[config.mk]
export PLATFORM = sky130hd
export DESIGN_NAME = dptx_lnk
export DESIGN_NICKNAME = d
export VERILOG_FILES = /design/src/hdl/dptx_pkg.sv /design/src/hdl/dptx_ctl_if.sv /design/src/hdl/dptx_msg_ctl.sv /design/src/hdl/dptx_scrm.sv /design/src/hdl/dptx_trn.sv /design/src/hdl/dptx_lane_out.sv /design/src/hdl/dptx_lnk.sv
export SDC_FILE = /design/constraint.sdc
export NUM_CORES = 1
export LEC_CHECK = 0
export BUFFER_PORTS_ARGS = -buffer_cell sky130_fd_sc_hd__buf_4
export CORE_AREA = 10 10 237 239
export CTS_BUF_LIST = sky130_fd_sc_hd__clkbuf_8
export CTS_CLUSTER_SIZE = 10
export DETAILED_ROUTE_END_ITERATION = 7
export DIE_AREA = 0 0 247 249
export HOLD_SLACK_MARGIN = 0.03
export PLACE_DENSITY_LB_ADDON = 0.12
export SLEW_MARGIN = 25
export SYNTH_ARGS = -nofsm -noshare
export SYNTH_HDL_FRONTEND = slang
export SYNTH_SLANG_ARGS = --single-unit
[constraint.sdc]
create_clock -name lnk_clk -period 2.1 [get_ports lnk_clk]
set_input_delay 0.42 -clock lnk_clk [delete_from_list [all_inputs] [get_ports lnk_clk]]
set_output_delay 0.42 -clock lnk_clk [all_outputs]
set_load 0.03 [all_outputs]
[src/hdl/dptx_pkg.sv]
/*
    DisplayPort TX link package
    Link geometry, symbol codes, control message IDs and register
    indices, plus the symbol bundle types shared by the link data path
*/

`default_nettype none

package dptx_pkg;

    // Link geometry
    localparam int lanes    = 4;    // Physical lanes
    localparam int spl      = 2;    // Symbols per lane per clock
    localparam int sym_w    = 8;    // Bits per symbol
    localparam int tps2_len = 10;   // TPS2 cycle length in symbols

    // Message word
    localparam int msg_w = 16;

    // Message ID of the control block
    localparam logic [7:0] msg_id_ctl = 8'h10;

    // Control register indices
    localparam logic [7:0] reg_lanes   = 8'd0;  // Active lanes
    localparam logic [7:0] reg_trn_sel = 8'd1;  // Training select
    localparam logic [7:0] reg_scrm_en = 8'd2;  // Scrambler enable
    localparam logic [7:0] reg_tps_sel = 8'd3;  // TPS1 / TPS2

    // Symbol codes
    localparam logic [7:0] sym_bs    = 8'hBC;   // K28.5
    localparam logic [7:0] sym_sr    = 8'h1C;   // K28.0, scrambler reset
    localparam logic [7:0] sym_d10_2 = 8'h4A;   // D10.2
    localparam logic [7:0] sym_d11_6 = 8'hCB;   // D11.6

    // Scrambler LFSR seed
    localparam logic [15:0] scrm_seed = 16'hFFFF;

    // All symbols of one clock, flat index lane * spl + symbol
    typedef logic [lanes*spl-1:0][sym_w-1:0] lane_dat_t;

    // K flag per symbol, same indexing
    typedef logic [lanes*spl-1:0] lane_k_t;

    // One message word, raw value or header view
    typedef union packed {
        logic [msg_w-1:0] dat;      // Value word
        struct packed {
            logic [7:0] id;         // Target block
            logic [7:0] idx;        // Register index
        } hdr;
    } msg_word_u;

endpackage

`default_nettype wire

[src/hdl/dptx_ctl_if.sv]
/*
    DisplayPort TX link control interface
    Carries the link settings as levels from the control block
    to scrambler, training generator and lane output stage
*/

`default_nettype none

interface dptx_ctl_if;

    logic [1:0] lanes;      // 1 - one lane, 2 - two lanes, 3 - four lanes
    logic       trn_sel;    // 1 - training, 0 - main link
    logic       scrm_en;    // Scrambler enable
    logic       tps_sel;    // 0 - TPS1, 1 - TPS2

    // Register owner
    modport ctl (output lanes, output trn_sel, output scrm_en, output tps_sel);

    modport scrm (input scrm_en);

    modport trn (input tps_sel, input trn_sel);

    // Lane output stage
    modport out (input lanes, input trn_sel);

endinterface

`default_nettype wire

[src/hdl/dptx_msg_ctl.sv]
/*
    DisplayPort TX link control
    Parses two-word control messages (header, value) and holds
    the link settings registers
*/

`default_nettype none

module dptx_msg_ctl
    import dptx_pkg::*;
(
    input  logic        lnk_clk,
    input  logic        rst,

    // Message
    input  logic        msg_som,    // Start of message
    input  logic        msg_eom,    // End of message
    input  logic        msg_vld,    // Word valid
    input  msg_word_u   msg_dat,

    // Settings
    dptx_ctl_if.ctl     ctl
);

logic       val_wait;   // Control header taken, value pending
logic [7:0] idx_r;      // Register named by the header

// Register index from the header
always_ff @(posedge lnk_clk)
begin
    if (msg_vld && msg_som)
        idx_r <= msg_dat.hdr.idx;
end

// Parser and settings registers
always_ff @(posedge lnk_clk)
begin
    if (rst)
    begin
        val_wait    <= 1'b0;
        ctl.lanes   <= 2'd3;    // Four lanes
        ctl.trn_sel <= 1'b1;    // Start in training
        ctl.scrm_en <= 1'b0;
        ctl.tps_sel <= 1'b0;    // TPS1
    end

    else if (msg_vld)
    begin
        // Header; other IDs park the parser until next som
        if (msg_som)
            val_wait <= (msg_dat.hdr.id == msg_id_ctl) && !msg_eom;

        // Value word
        else if (val_wait)
        begin
            val_wait <= 1'b0;   // One value per header

            case (idx_r)
                reg_lanes   : ctl.lanes   <= msg_dat.dat[1:0];
                reg_trn_sel : ctl.trn_sel <= msg_dat.dat[0];
                reg_scrm_en : ctl.scrm_en <= msg_dat.dat[0];
                reg_tps_sel : ctl.tps_sel <= msg_dat.dat[0];
                default     : ;     // Unknown index, no write
            endcase
        end

        // Words outside a control message are dropped here
    end
end

endmodule

`default_nettype wire

[src/hdl/dptx_scrm.sv]
/*
    DisplayPort TX main-link scrambler
    One 16-bit LFSR per lane, spl symbols per clock handled in order.
    Data symbols XOR with the scramble byte when enabled, K symbols
    pass, SR brings the LFSR back to the seed. One cycle latency
*/

`default_nettype none

module dptx_scrm
    import dptx_pkg::*;
(
    input  logic        lnk_clk,
    input  logic        rst,

    // Control
    dptx_ctl_if.scrm    ctl,

    // Main link in
    input  lane_dat_t   main_dat,
    input  lane_k_t     main_k,

    // Scrambled out
    output lane_dat_t   scrm_dat,
    output lane_k_t     scrm_k
);

// Next symbols per lane
logic [spl-1:0][sym_w-1:0] dat_nxt [lanes];

for (genvar l = 0; l < lanes; l++)
begin : gen_lane
    logic [15:0] lfsr_r;
    logic [15:0] lfsr_nxt;

    // Chain of spl symbol steps within the clock
    always_comb
    begin
        logic [15:0]      s;
        logic [sym_w-1:0] sb;
        logic [sym_w-1:0] d;

        s  = lfsr_r;
        sb = '0;
        d  = '0;

        for (int j = 0; j < spl; j++)
        begin
            d = main_dat[l*spl+j];

            // Eight LFSR steps, step k gives scramble bit k
            for (int k = 0; k < sym_w; k++)
            begin
                sb[k] = s[15];
                s     = {s[14:0], s[15]} ^ {10'd0, {3{s[15]}}, 3'd0};  // Taps 3, 4, 5
            end

            if (main_k[l*spl+j])
            begin
                dat_nxt[l][j] = d;      // K symbols unchanged
                if (d == sym_sr)
                    s = scrm_seed;      // Restart before next symbol
            end

            else
                dat_nxt[l][j] = ctl.scrm_en ? (d ^ sb) : d;
        end

        lfsr_nxt = s;
    end

    // Lane LFSR
    always_ff @(posedge lnk_clk)
    begin
        if (rst)
            lfsr_r <= scrm_seed;
        else
            lfsr_r <= lfsr_nxt;
    end
end

// Output register, flat symbol order
always_ff @(posedge lnk_clk)
begin
    for (int l = 0; l < lanes; l++)
    begin
        for (int j = 0; j < spl; j++)
            scrm_dat[l*spl+j] <= dat_nxt[l][j];
    end

    scrm_k <= main_k;   // K flags ride along
end

endmodule

`default_nettype wire

[src/hdl/dptx_trn.sv]
/*
    DisplayPort TX training pattern generator
    TPS1 is D10.2 throughout. TPS2 runs a 10-symbol cycle
    (BS D11.6 BS D11.6 then six D10.2), same on every lane
*/

`default_nettype none

module dptx_trn
    import dptx_pkg::*;
(
    input  logic        lnk_clk,
    input  logic        rst,

    // Control
    dptx_ctl_if.trn     ctl,

    // Pattern out
    output lane_dat_t   trn_dat,
    output lane_k_t     trn_k
);

logic       trn_sel_d;  // Previous training select
logic       tps_sel_d;  // Previous pattern select
logic [3:0] pos_r;      // TPS2 position of next pair
logic [3:0] pos_cur;    // Position used this clock
logic       restart;

// TPS2 symbol at a cycle position, {k, dat}
function automatic logic [sym_w:0] tps2_sym(input logic [3:0] pos);
    case (pos)
        4'd0, 4'd2 : return {1'b1, sym_bs};
        4'd1, 4'd3 : return {1'b0, sym_d11_6};
        default    : return {1'b0, sym_d10_2};
    endcase
endfunction

always_comb
begin
    restart = (ctl.trn_sel && !trn_sel_d) || (ctl.tps_sel != tps_sel_d);
    pos_cur = restart ? 4'd0 : pos_r;
end

// Position counter, steps of spl
always_ff @(posedge lnk_clk)
begin
    if (rst)
    begin
        trn_sel_d <= 1'b0;
        tps_sel_d <= 1'b0;
        pos_r     <= '0;
    end

    else
    begin
        trn_sel_d <= ctl.trn_sel;
        tps_sel_d <= ctl.tps_sel;
        pos_r     <= (pos_cur + spl >= tps2_len) ? 4'd0 : pos_cur + 4'(spl);
    end
end

// Registered pattern, identical on all lanes
always_ff @(posedge lnk_clk)
begin
    for (int l = 0; l < lanes; l++)
    begin
        for (int j = 0; j < spl; j++)
        begin
            if (ctl.tps_sel)
                {trn_k[l*spl+j], trn_dat[l*spl+j]} <= tps2_sym(pos_cur + 4'(j));
            else
                {trn_k[l*spl+j], trn_dat[l*spl+j]} <= {1'b0, sym_d10_2};
        end
    end
end

endmodule

`default_nettype wire

[src/hdl/dptx_lane_out.sv]
/*
    DisplayPort TX lane output stage
    Picks training or main link, zeroes lanes outside the active
    lane count, then delays lane i by i extra clocks (inter-lane skew)
*/

`default_nettype none

module dptx_lane_out
    import dptx_pkg::*;
(
    input  logic        lnk_clk,
    input  logic        rst,

    // Control
    dptx_ctl_if.out     ctl,

    // Sources
    input  lane_dat_t   scrm_dat,
    input  lane_k_t     scrm_k,
    input  lane_dat_t   trn_dat,
    input  lane_k_t     trn_k,

    // PHY side
    output lane_dat_t   phy_dat,
    output lane_k_t     phy_k
);

logic [2:0] n_act;      // Active lane count

// Skewed lane outputs
logic [spl-1:0][sym_w-1:0] lane_dat_q [lanes];
logic [spl-1:0]            lane_k_q   [lanes];

always_comb
begin
    case (ctl.lanes)
        2'd1    : n_act = 3'd1;
        2'd2    : n_act = 3'd2;
        2'd3    : n_act = 3'd4;
        default : n_act = 3'd0;
    endcase
end

for (genvar l = 0; l < lanes; l++)
begin : gen_lane
    // Stage 0 is the select register, stages 1 to l the skew
    logic [spl-1:0][sym_w-1:0] pipe_dat [l+1];
    logic [spl-1:0]            pipe_k   [l+1];
    logic                      act;

    assign act = (l < n_act);

    always_ff @(posedge lnk_clk)
    begin
        if (rst)
        begin
            pipe_dat <= '{default: '0};
            pipe_k   <= '{default: '0};
        end

        else
        begin
            if (!act)
            begin
                pipe_dat[0] <= '0;      // Blanked lane
                pipe_k[0]   <= '0;
            end
            else if (ctl.trn_sel)
            begin
                pipe_dat[0] <= trn_dat[l*spl +: spl];
                pipe_k[0]   <= trn_k[l*spl +: spl];
            end
            else
            begin
                pipe_dat[0] <= scrm_dat[l*spl +: spl];
                pipe_k[0]   <= scrm_k[l*spl +: spl];
            end

            for (int s = 1; s <= l; s++)
            begin
                pipe_dat[s] <= pipe_dat[s-1];
                pipe_k[s]   <= pipe_k[s-1];
            end
        end
    end

    assign lane_dat_q[l] = pipe_dat[l];     // Last stage
    assign lane_k_q[l]   = pipe_k[l];
end

// Back to flat symbol order
always_comb
begin
    for (int l = 0; l < lanes; l++)
    begin
        for (int j = 0; j < spl; j++)
        begin
            phy_dat[l*spl+j] = lane_dat_q[l][j];
            phy_k[l*spl+j]   = lane_k_q[l][j];
        end
    end
end

endmodule

`default_nettype wire

[src/hdl/dptx_lnk.sv]
/*
    DisplayPort TX link layer top
    Control message decoder, main-link scrambler and training
    generator side by side, joined in the lane output stage.
    Main link latency is 2 + i clocks on lane i
*/

`default_nettype none

module dptx_lnk
    import dptx_pkg::*;
(
    input  logic        lnk_clk,    // Link clock
    input  logic        rst,

    // Control messages
    input  logic        msg_som,
    input  logic        msg_eom,
    input  logic        msg_vld,
    input  msg_word_u   msg_dat,

    // Main link symbols
    input  lane_dat_t   main_dat,
    input  lane_k_t     main_k,

    // To PHY
    output lane_dat_t   phy_dat,
    output lane_k_t     phy_k
);

// Link settings
dptx_ctl_if ctl_if ();

lane_dat_t  scrm_dat;
lane_k_t    scrm_k;
lane_dat_t  trn_dat;
lane_k_t    trn_k;

dptx_msg_ctl msg_ctl_i
(
    .lnk_clk    (lnk_clk),
    .rst        (rst),
    .msg_som    (msg_som),
    .msg_eom    (msg_eom),
    .msg_vld    (msg_vld),
    .msg_dat    (msg_dat),
    .ctl        (ctl_if.ctl)
);

dptx_scrm scrm_i
(
    .lnk_clk    (lnk_clk),
    .rst        (rst),
    .ctl        (ctl_if.scrm),
    .main_dat   (main_dat),
    .main_k     (main_k),
    .scrm_dat   (scrm_dat),
    .scrm_k     (scrm_k)
);

dptx_trn trn_i
(
    .lnk_clk    (lnk_clk),
    .rst        (rst),
    .ctl        (ctl_if.trn),
    .trn_dat    (trn_dat),
    .trn_k      (trn_k)
);

dptx_lane_out lane_out_i
(
    .lnk_clk    (lnk_clk),
    .rst        (rst),
    .ctl        (ctl_if.out),
    .scrm_dat   (scrm_dat),
    .scrm_k     (scrm_k),
    .trn_dat    (trn_dat),
    .trn_k      (trn_k),
    .phy_dat    (phy_dat),
    .phy_k      (phy_k)
);

endmodule

`default_nettype wire

==> results of run 1 <==
flip-flops by register name (all words and copies together), names as in the netlist, 2 cells and up:
signal and cells:
trn_i.trn_dat 8, scrm_i.gen_lane.lfsr_r 64, trn_i.pos_r 4, lane_out_i.phy_dat 64, lane_out_i.gen_lane.pipe_dat 96, lane_out_i.phy_k 6
msg_ctl_i.idx_r 8, scrm_i.scrm_k 8, lane_out_i.gen_lane.pipe_k 14, scrm_i.scrm_dat 64, trn_i.trn_k 2, msg_ctl_i.ctl.lanes 2
power by group through the flow:
stage	logic [mW]	clock network, mW	registers (mW)
finish	7.48	6.90	8.12
global route	8.27	7.52	8.23
CTS	7.59	7.24	8.14
detailed placement	7.38	0	8.27
global placement	7.43	0	8.29
floorplan	6.13	0	7.96
layer usage:
layer | routed length, um | share of wire
met2 | 16900 | 0.48
met5 | 44 | 0.0012
met1 | 15900 | 0.45
met3 | 1770 | 0.050
met4 | 807 | 0.023
final cells by class:
cell class                 instances  area (um2)
timing repair buffer             284        2330
multi-input combinational        729        5050
fill                            5284       34600
inverter                           2        7.51
sequential                       346        7010
tap                              680         851
antenna                            2        5.00
clock inverter                    28         194
clock buffer                      87        1200
worst max-delay path, delay by kind of cell:
kind / cells / cell delay (ns)
AND/OR/NAND/NOR: 4 / 1.25
buffers and inverters: 2 / 0.71
per-stage QoR:
| step | cells | cell area, um2 | worst slack, ns |
|---|---|---|---|
| floorplan | 1184 | 12700 | 0.364 |
| global placement | 1962 | 14500 | 0.216 |
| detailed placement | 1962 | 14500 | 0.203 |
| CTS | 2156 | 16600 | 0.269 |
| global route | 2158 | 16600 | 0.105 |
| finish | 2158 | 16600 | 0.251 |
logic make-up (layout without fill, tap and decap cells):
kind of cell    after synthesis  in the layout  share of synthesized area
xor+xnor                    225            225                      0.176
flops                       346            346                      0.553
other cells                   0              2                          0
fa+ha+maj                     1              1                   0.000987
compound gates              137            137                     0.0570
simple gates                361            361                      0.161
buf+inv                     109            401                     0.0489
mux                           5              5                    0.00395
how the worst max path moves through the flow:
stage	endpoint	start	slack (ns)
2_1_floorplan	trn_i.trn_dat[14]	msg_ctl_i.ctl.tps_sel	0.36
3_3_place_gp	scrm_i.gen_lane[1].lfsr_r[11]	main_dat[21]	0.22
3_5_place_dp	scrm_i.scrm_dat[31]	main_dat[21]	0.20
4_1_cts	trn_i.trn_dat[14]	msg_ctl_i.ctl.tps_sel	0.27
5_1_grt	trn_i.trn_dat[14]	msg_ctl_i.ctl.tps_sel	0.11
6_report	scrm_i.gen_lane[1].lfsr_r[11]	main_dat[21]	0.25
Yosys cell counts (2+ instances only):
cell	n
xor3_1	6
edfxtp_1	8
nand2_1	80
nor3_1	2
buf_4	54
o21ai_0	14
nor4b_1	6
nor4bb_1	6
xnor2_2	7
xor2_1	48
and4_1	4
clkbuf_1	46
o21ai_1	28
inv_1	2
nand4_1	9
nor2b_1	123
a41oi_1	4
a21bo_1	3
buf_2	6
nand2b_1	76
nand3b_1	4
dfxtp_1	338
xnor2_1	156
nor3b_1	4
mux2i_1	5
nor2_1	30
and2_1	12
xnor3_1	7
a21oi_1	85
cell usage in the layout (no fill, tap or decap), drive strengths merged, types with 2 or more instances in the layout:
cell type      n
a41oi          4
bufinv         3
nor4b          6
a21oi         85
nor3           2
mux2i          5
clkbuf        87
dfxtp        338
nand4          9
clkinv         5
nor2          30
xor3           7
edfxtp         8
diode          2
nor2b        123
dlygate4sd3   79
or2            2
xnor3          7
xor2          48
buf          205
a21boi         2
nand3b         4
xnor2        163
o21ai         42
and2          12
nand2         80
inv           21
nor3b          4
a21bo          3
nand2b        76
and4           4
nor4bb         6
what timing repair did:
| item | in CTS | in global routing |
|---|---|---|
| resized for setup | 0 | 0 |
| hold buffers | 79 | 0 |
| endpoints found under the hold margin | 80 | 0 |
==> results_dict.tcl, run 1 <==
set metrics [dict create \
    use_met3 0.0314 \
    yosysTopAreaCell "dfxtp_1" \
    grt_pass1_wl_um 55000 \
    via_per_inst 3.85 \
    crit_required_ns 2.64 \
    ys.flop_type "dfxtp_1" \
    tightest_slew_ns 0.612 \
    final_core_util 0.325 \
    met1_usage 0.144 \
    finalPower_mw 22.5 \
    coreArea_um2 51200 \
    grt_remaining_overflow 0 \
    critPathMaxFanout 8 \
    ys_ff_latch 346 \
    cts_tree "yes" \
    startpoint_type "input pin" \
    hp-start "main_dat[39]" \
    h-tree-depth 3 \
    switching_share 0.298 \
    area_growth_pct 31.3 \
    period_minus_slack_ns 1.85 \
    setup_tns_ns 0 \
    max_stage_delay_ns 0.56 \
    worst_path_max_delay_cell "dlygate4sd3_1" \
    root_buffer "clkbuf_8" \
    die_x_um 247 \
    internal_power_mw 15.8 \
    dieArea_um2 61500 \
    worstSkewPairLatency_ns 0.61 \
    ant_nets 0 \
    cts_setup_buffers 0 \
    p_per_area_nw_per_um2 1350 \
    reg2reg_slack_ns 0.29 \
    grt_max_degree 58 \
    yosysSeqAreaShare 0.553 \
    die_y_um 249 \
    p_leak_nw 6.76 \
    cts_buffers 66 \
    peakVddDrop_v 0.000485 \
    synth_cell_types 40 \
    finalMaxSlewViolations 0 \
    synthesis.nets 1278 \
    synth_edf_count 8 \
    status "finished, final reports clean" \
    slew_headroom 0.589 \
    drive_gt1_frac 0.211 \
    hold_end "scrm_i.scrm_dat[39]" \
    seq_power_share 0.361 \
    drt_pre_antenna_iters 4 \
    switching_power_mw 6.70 \
    finalWirelength_um 35400 \
    cts.path.max_buffers 3 \
    io_buffers 164 \
    netlist.area_leader.share 0.534 \
    drt_iter0_drc 276 \
    ios 165 \
    synth_cells 1184 \
    max_freq_mhz 541 \
    busiest_layer "met2" \
    fin_crit_sh 0.880 \
    setup_viol 0 \
    p_clk_frac 0.307 \
    nNetsFinal 1523 \
    synth_area_leaders "dfxtp_1, xnor2_1, nor2b_1, nand2b_1, a21oi_1" \
    end_kind "flip-flop" \
    place_congestion 0.781 \
    synth.avg_cell_area_um2 10.7 \
    path_class "in -> reg" \
    hold_viol_final 0 \
    max-cap-violations 0 \
    grtUsageTotal 0.117 \
    crit_chain "dlygate4sd3_1 -> buf_4 -> nor4bb_1 -> nand4_1 -> and2_1 -> nand3b_1" \
    num_vias 8309 \
    cts_sinks 346 \
    clk_pin_slew_ns 0.05 \
    pwr-share-comb 0.332 \
    async_flop_share 0 \
    grt_pass1_vias 9219 \
    timing.rr.start "msg_ctl_i.ctl.tps_sel" \
    post_drt_wl_per_cell_um 16.4 \
    drc 0 \
    met2_usage 0.187 \
    rsz0062_at_grt "false" \
    start_util 0.248 \
    fin_hold_ws_ns 0.102 \
    row_count 83 \
    holdPathStages 2 \
    antenna_found_initial 6 \
    arrival_ns 2.39 \
    synth_warnings 0 \
    hpwl_um 25300 \
    reg2reg_to "trn_i.trn_dat[14]" \
    finalClockSkew_ns 0.0246 \
    min_path_type "in -> reg" \
    rr_worst_depth 8 \
    synth_area_um2 12700 \
]
(Power assumes the default switching activity.)
==> inputs of run 2 (changes only) <==
--- a/config.mk
+++ b/config.mk
@@ -5,15 +5,15 @@
 export SDC_FILE = /design/constraint.sdc
 export NUM_CORES = 1
 export LEC_CHECK = 0
+export ABC_AREA = 1
 export BUFFER_PORTS_ARGS = -buffer_cell sky130_fd_sc_hd__buf_4
-export CORE_AREA = 10 10 237 239
+export CORE_AREA = 10 10 249 251
 export CTS_BUF_LIST = sky130_fd_sc_hd__clkbuf_8
 export CTS_CLUSTER_SIZE = 10
 export DETAILED_ROUTE_END_ITERATION = 7
-export DIE_AREA = 0 0 247 249
+export DIE_AREA = 0 0 259 261
 export HOLD_SLACK_MARGIN = 0.03
 export PLACE_DENSITY_LB_ADDON = 0.12
-export SLEW_MARGIN = 25
 export SYNTH_ARGS = -nofsm -noshare
 export SYNTH_HDL_FRONTEND = slang
 export SYNTH_SLANG_ARGS = --single-unit
==> results_dict.tcl, run 2 <==
set metrics [dict create \
    worstSkewPairLatency_ns 0.64 \
    drt_iter0_drc 522 \
    finalMaxSlewViolations 0 \
    max-cap-violations 0 \
    synth_cells 1764 \
    placed_cell_area_um2 15800 \
    netlist.area_leader.share 0.478 \
    finalClockSkew_ns 0.0474 \
    synthesis.nets 1858 \
    io_buffers 164 \
    layout_common_cells "nand2_1, dfxtp_1, inv_1" \
    synth.avg_cell_area_um2 8.02 \
    die_x_um 259 \
    p_per_area_nw_per_um2 1270 \
    period_minus_slack_ns 1.75 \
    switching_power_mw 8.24 \
    min_path_type "in -> reg" \
    synth_common_cells "nand2_1, dfxtp_1, inv_1, nor2_1, xnor2_1" \
    row_count 88 \
    setup_viol 0 \
    cts_buffers 67 \
    ant_nets 0 \
    via_per_inst 3.82 \
    hpwl_um 30300 \
    synth_area_leaders "dfxtp_1, nand2_1, xnor2_1, inv_1, nor2_1" \
    cts_tree "yes" \
    num_vias 10600 \
    startpoint_type "input pin" \
    dp.cells 2601 \
    top_register "lane_out_i.gen_lane.pipe_dat" \
    reg2reg_to "scrm_i.scrm_dat[26]" \
    drc 0 \
    reg2reg_slack_ns 0.36 \
    grtUsageTotal 0.120 \
    coreArea_um2 57100 \
    p_leak_nw 8.39 \
    place_congestion 0.823 \
    dieArea_um2 67600 \
    final_core_util 0.311 \
    grt_remaining_overflow 0 \
    slew_headroom 0.604 \
    synth_edf_count 8 \
    yosysTopAreaCell "dfxtp_1" \
    path_class "in -> reg" \
    cts_sinks 346 \
    grt_pass1_vias 11100 \
    final_common_cell "nand2_1" \
    fin_crit_sh 0.831 \
    synth_warnings 0 \
    p_clk_frac 0.298 \
    rsz0062_at_grt "false" \
    area_growth_pct 25.6 \
    nNetsFinal 2060 \
    synth_area_um2 14100 \
    synth_most_common_cell "nand2_1" \
    cts.path.max_buffers 3 \
    cts_setup_buffers 0 \
    endpoint "scrm_i.scrm_dat[43]" \
    seq_power_share 0.370 \
    fin_area_um2 17800 \
    pwr-share-comb 0.333 \
    h-tree-depth 3 \
    antenna_found_initial 2 \
    synth_cell_types 41 \
    post_drt_wl_per_cell_um 14.5 \
    crit_required_ns 2.58 \
    cp-startpoint "main_dat[33]" \
    largest_register_ffs 96 \
    grt_max_degree 48 \
    final_cells 2779 \
    ys.flop_type "dfxtp_1" \
    drt_pre_antenna_iters 5 \
    internal_power_mw 14.4 \
    switching_share 0.364 \
    async_flop_share 0 \
    die_y_um 261 \
    finalWirelength_um 40300 \
    tightest_slew_ns 0.593 \
    peakVddDrop_v 0.000478 \
    grt_pass1_wl_um 63100 \
    yosysSeqAreaShare 0.495 \
    finalPower_mw 22.6 \
    hold_viol_final 0 \
    setup_tns_ns 0 \
    root_buffer "clkbuf_8" \
    critPathMaxFanout 11 \
    start_util 0.248 \
    rr_worst_depth 4 \
    timing.rr.start "msg_ctl_i.ctl.scrm_en" \
    max_freq_mhz 573 \
    arrival_ns 2.23 \
    status "finished, final reports clean" \
    ios 165 \
    end_kind "flip-flop" \
    clk_pin_slew_ns 0.06 \
    ys_ff_latch 346 \
    drive_gt1_frac 0.179 \
]
[run 2: changes by cell type after synthesis, moves of 37 or more]
cell	before	now
nand2_1	80	443
inv_1	2	253
nor2_1	30	174
nor2b_1	123	0
nand3_1	1	95
nand2b_1	76	0
a21oi_1	85	23
xnor2_1	156	119
[run 2: final cells by class]
cell class | count | area (um2)
multi-input combinational | 1024 | 5350
fill | 6235 | 39400
clock buffer | 83 | 1140
timing repair buffer | 253 | 2080
antenna | 2 | 5.00
sequential | 346 | 7010
clock inverter | 32 | 200
inverter | 274 | 1030
tap | 765 | 957
[run 2: routing by layer]
metal	global-route usage	wire length, um
met2	0.189	18100
met3	0.0252	1750
met4	0.0475	882
met5	0	0
met1	0.158	19600
[run 2: worst min-delay path by stage]
stage                                             start                                   to  slack, ns  cells past startpoint
detailed placement  lane_out_i.gen_lane[2].pipe_dat[46]  lane_out_i.gen_lane[2].pipe_dat[30]       0.39                      2
global placement    lane_out_i.gen_lane[2].pipe_dat[32]  lane_out_i.gen_lane[2].pipe_dat[16]       0.39                      2
CTS                                             msg_vld                   msg_ctl_i.val_wait       0.03                      4
floorplan           lane_out_i.gen_lane[2].pipe_dat[32]  lane_out_i.gen_lane[2].pipe_dat[16]       0.39                      2
finish                                     main_dat[35]                  scrm_i.scrm_dat[35]       0.09                      2
global route                               main_dat[15]                  scrm_i.scrm_dat[15]       0.06                      3
[run 2: cell families (layout without fill, tap and decap cells)]
| logic type | after synthesis | count (layout) | share of synthesized area |
|---|---|---|---|
| AND/OR/NAND/NOR | 780 | 780 | 0.236 |
| other | 0 | 2 | 0 |
| AO/OA/AOI/OAI | 61 | 61 | 0.0257 |
| XOR/XNOR | 182 | 182 | 0.116 |
| adder cells (fa/ha/maj) | 1 | 1 | 0.000884 |
| buffers and inverters | 394 | 642 | 0.126 |
| flip-flops | 346 | 346 | 0.495 |
[run 2: power by group through the flow]
| stage | sequential [mW] | combinational, mW | clock [mW] |
|---|---|---|---|
| finish | 8.36 | 7.52 | 6.74 |
| global route | 8.47 | 8.60 | 7.38 |
| CTS | 8.38 | 7.62 | 7.07 |
| detailed placement | 8.52 | 7.47 | 0 |
| global placement | 8.51 | 7.42 | 0 |
| floorplan | 7.77 | 6.69 | 0 |
[run 2: metrics by stage]
step | hold WS (ns) | worst slack (ns)
2_1_floorplan | 0.388 | 0.674
3_3_place_gp | 0.394 | 0.205
3_5_place_dp | 0.392 | 0.231
4_1_cts | 0.0300 | 0.260
5_1_grt | 0.0600 | 0.124
6_report | 0.0866 | 0.354
[run 2: timing repair]
| item | in CTS | in global routing |
|---|---|---|
| endpoints found under the setup margin | 0 | 0 |
| hold buffers | 61 | 0 |
| endpoints found under the hold margin | 61 | 0 |
| gates resized for setup | 0 | 0 |
[run 2: critical path, stage by stage]
cell,delay [ns]
dlygate4sd3_1,0.55
buf_4,0.14
nor2_1,0.17
nand3_2,0.27
nand2_2,0.21
nand2_1,0.08
xor2_1,0.29
inv_1,0.07
==> inputs of run 3 (changes only) <==
==> constraint.sdc (replaced) <==
create_clock -name lnk_clk -period 1.41 [get_ports lnk_clk]
set_input_delay 0.282 -clock lnk_clk [delete_from_list [all_inputs] [get_ports lnk_clk]]
set_output_delay 0.282 -clock lnk_clk [all_outputs]
set_load 0.03 [all_outputs]
==> results_dict.tcl, run 3 (same netlist as run 2, synthesis figures left out) <==
set metrics [dict create \
    status "complete, but fails checks" \
    violations "setup timing" \
    switching_power_mw 14.5 \
    ant_nets 0 \
    hpwl_um 31000 \
    ios 165 \
    max_stage_delay_ns 0.54 \
    drc 0 \
    cts_buffers 67 \
    critPathMaxFanout 8 \
    grt_remaining_overflow 0 \
    setup_ws_ns -0.0238 \
    p_per_area_nw_per_um2 1920 \
    dieArea_um2 67600 \
    seq_power_share 0.312 \
    top_register "lane_out_i.gen_lane.pipe_dat" \
    max_freq_mhz 697 \
    final_core_util 0.362 \
    h-tree-depth 3 \
    finalPower_mw 39.6 \
    largest_register_ffs 96 \
    arrival_ns 1.94 \
    max-cap-violations 0 \
    io_buffers 164 \
    grt_max_degree 64 \
    nNetsFinal 2235 \
    grt_pass1_wl_um 64700 \
    final_common_cell "nand2_1" \
    worstSkewPairLatency_ns 0.63 \
    drive_gt1_frac 0.338 \
    slew_headroom 0.735 \
    rsz0062_at_grt "true" \
    fin_crit_sh 1.02 \
    setup_viol 1 \
    clk_pin_slew_ns 0.06 \
    worst_path_max_delay_cell "dlygate4sd3_1" \
    crit_chain "dlygate4sd3_1 -> buf_4 -> nor2_4 -> buf_6 -> nand3_4 -> buf_12 -> nand3_1 -> nand3_1 -> nand3_1 -> nand3_2" \
    drt_pre_antenna_iters 5 \
    die_y_um 261 \
    end_kind "flip-flop" \
    tightest_slew_ns 0.396 \
    fin_area_um2 20700 \
    crit_path_frequent_cell "nand3_1" \
    multi_input_area_um2 6200 \
    placed_cell_area_um2 17000 \
    grtUsageTotal 0.122 \
    die_x_um 259 \
    num_vias 11400 \
    internal_power_mw 25.1 \
    finalMaxSlewViolations 0 \
    layout_common_cells "nand2_1, inv_1, dfxtp_1" \
    via_per_inst 3.87 \
    path_class "in -> reg" \
    cts_sinks 346 \
    peakVddDrop_v 0.000668 \
    post_drt_wl_per_cell_um 14.1 \
    switching_share 0.365 \
    root_buffer "clkbuf_8" \
    place_congestion 0.835 \
    fillers 5957 \
    cts.path.max_buffers 3 \
    p_leak_nw 9.64 \
    start_util 0.248 \
    coreArea_um2 57100 \
    startpoint_type "input pin" \
    seq_area_um2 7130 \
    min_path_type "in -> reg" \
    setup_tns_ns -0.0238 \
    crit_required_ns 1.91 \
    period_minus_slack_ns 1.43 \
    grt_pass1_vias 11900 \
    row_count 88 \
    p_clk_frac 0.254 \
    cts_tree "yes" \
    drt_iter0_drc 529 \
    area_growth_pct 46.2 \
    finalWirelength_um 41700 \
    pwr-share-comb 0.433 \
    hold_viol_final 0 \
    finalClockSkew_ns 0.0199 \
    antenna_found_initial 1 \
]
[run 3: cell count changes in the layout (fill, tap and decap cells not counted), sizes merged]
cell	change
buf	+147
clkbuf	+1
clkinv	+4
clkinvlp	+3
diode	-1
dlygate4sd3	+18
dlymetal6s4s	+8
inv	-4
nand3	+1
[run 3: critical path: cells and delay by family]
kind / cells / cell delay (ns)
and+or+nand+nor: 6 / 0.68
buffers and inverters: 4 / 0.98
[run 3: per-layer routing]
metal  GRT usage  vias up  wire (um)
met2       0.196      196      19400
met5           0        -          0
met4      0.0485        0       1040
li1            -     5955          -
met1       0.157     5199      19600
met3      0.0257       77       1710
[run 3: worst paths after layout]
path	from	end	slack, ns	cells after the start
min	msg_dat[12]	msg_ctl_i.val_wait	0.06	5
max	main_dat[16]	scrm_i.gen_lane[1].lfsr_r[7]	-0.02	10
min reg2reg	lane_out_i.gen_lane[3].pipe_dat[50]	lane_out_i.gen_lane[3].pipe_dat[34]	0.39	2
max reg2reg	scrm_i.gen_lane[2].lfsr_r[13]	scrm_i.scrm_dat[46]	0.02	8
[run 3: repair_timing]
action / 4_1_cts / 5_1_grt
buffers inserted: 2 / 22
hold buffers: 79 / 10
gates resized for setup: 169 / 233
gates cloned: 0 / 2
endpoints found under the hold margin: 84 / 2
setup endpoints to repair: 106 / 110
pin swaps: 10 / 105
[run 3: metrics by stage]
stage	cells	worst slack (ns)	hold slack [ns]
after floorplan	1764	0.0280	0.310
after global placement	2732	-0.226	0.397
after detailed placement	2732	-0.190	0.395
after CTS	2931	-0.0348	0.0323
after global routing	2956	-0.0891	0.0519
final	2956	-0.0238	0.0641
[run 3: power by group through the flow]
stage,Clock [mW],Combinational [mW],Sequential [mW]
3_3_place_gp,0,13.7,12.2
3_5_place_dp,0,13.8,12.2
6_report,10.1,17.2,12.4
2_1_floorplan,0,9.97,11.6
5_1_grt,11.0,19.0,12.5
4_1_cts,10.5,14.6,12.1
[run 3: final cells by class]
| type | instances | area share |
|---|---|---|
| multi-input cells | 1025 | 0.300 |
| clock buffers | 83 | 0.0552 |
| inverters | 274 | 0.0502 |
| flip-flops and latches | 346 | 0.345 |
| well taps | 765 | 0.0463 |
| clock inverters | 35 | 0.0106 |
| diodes | 1 | 0.000121 |
| repair buffers | 427 | 0.193 |
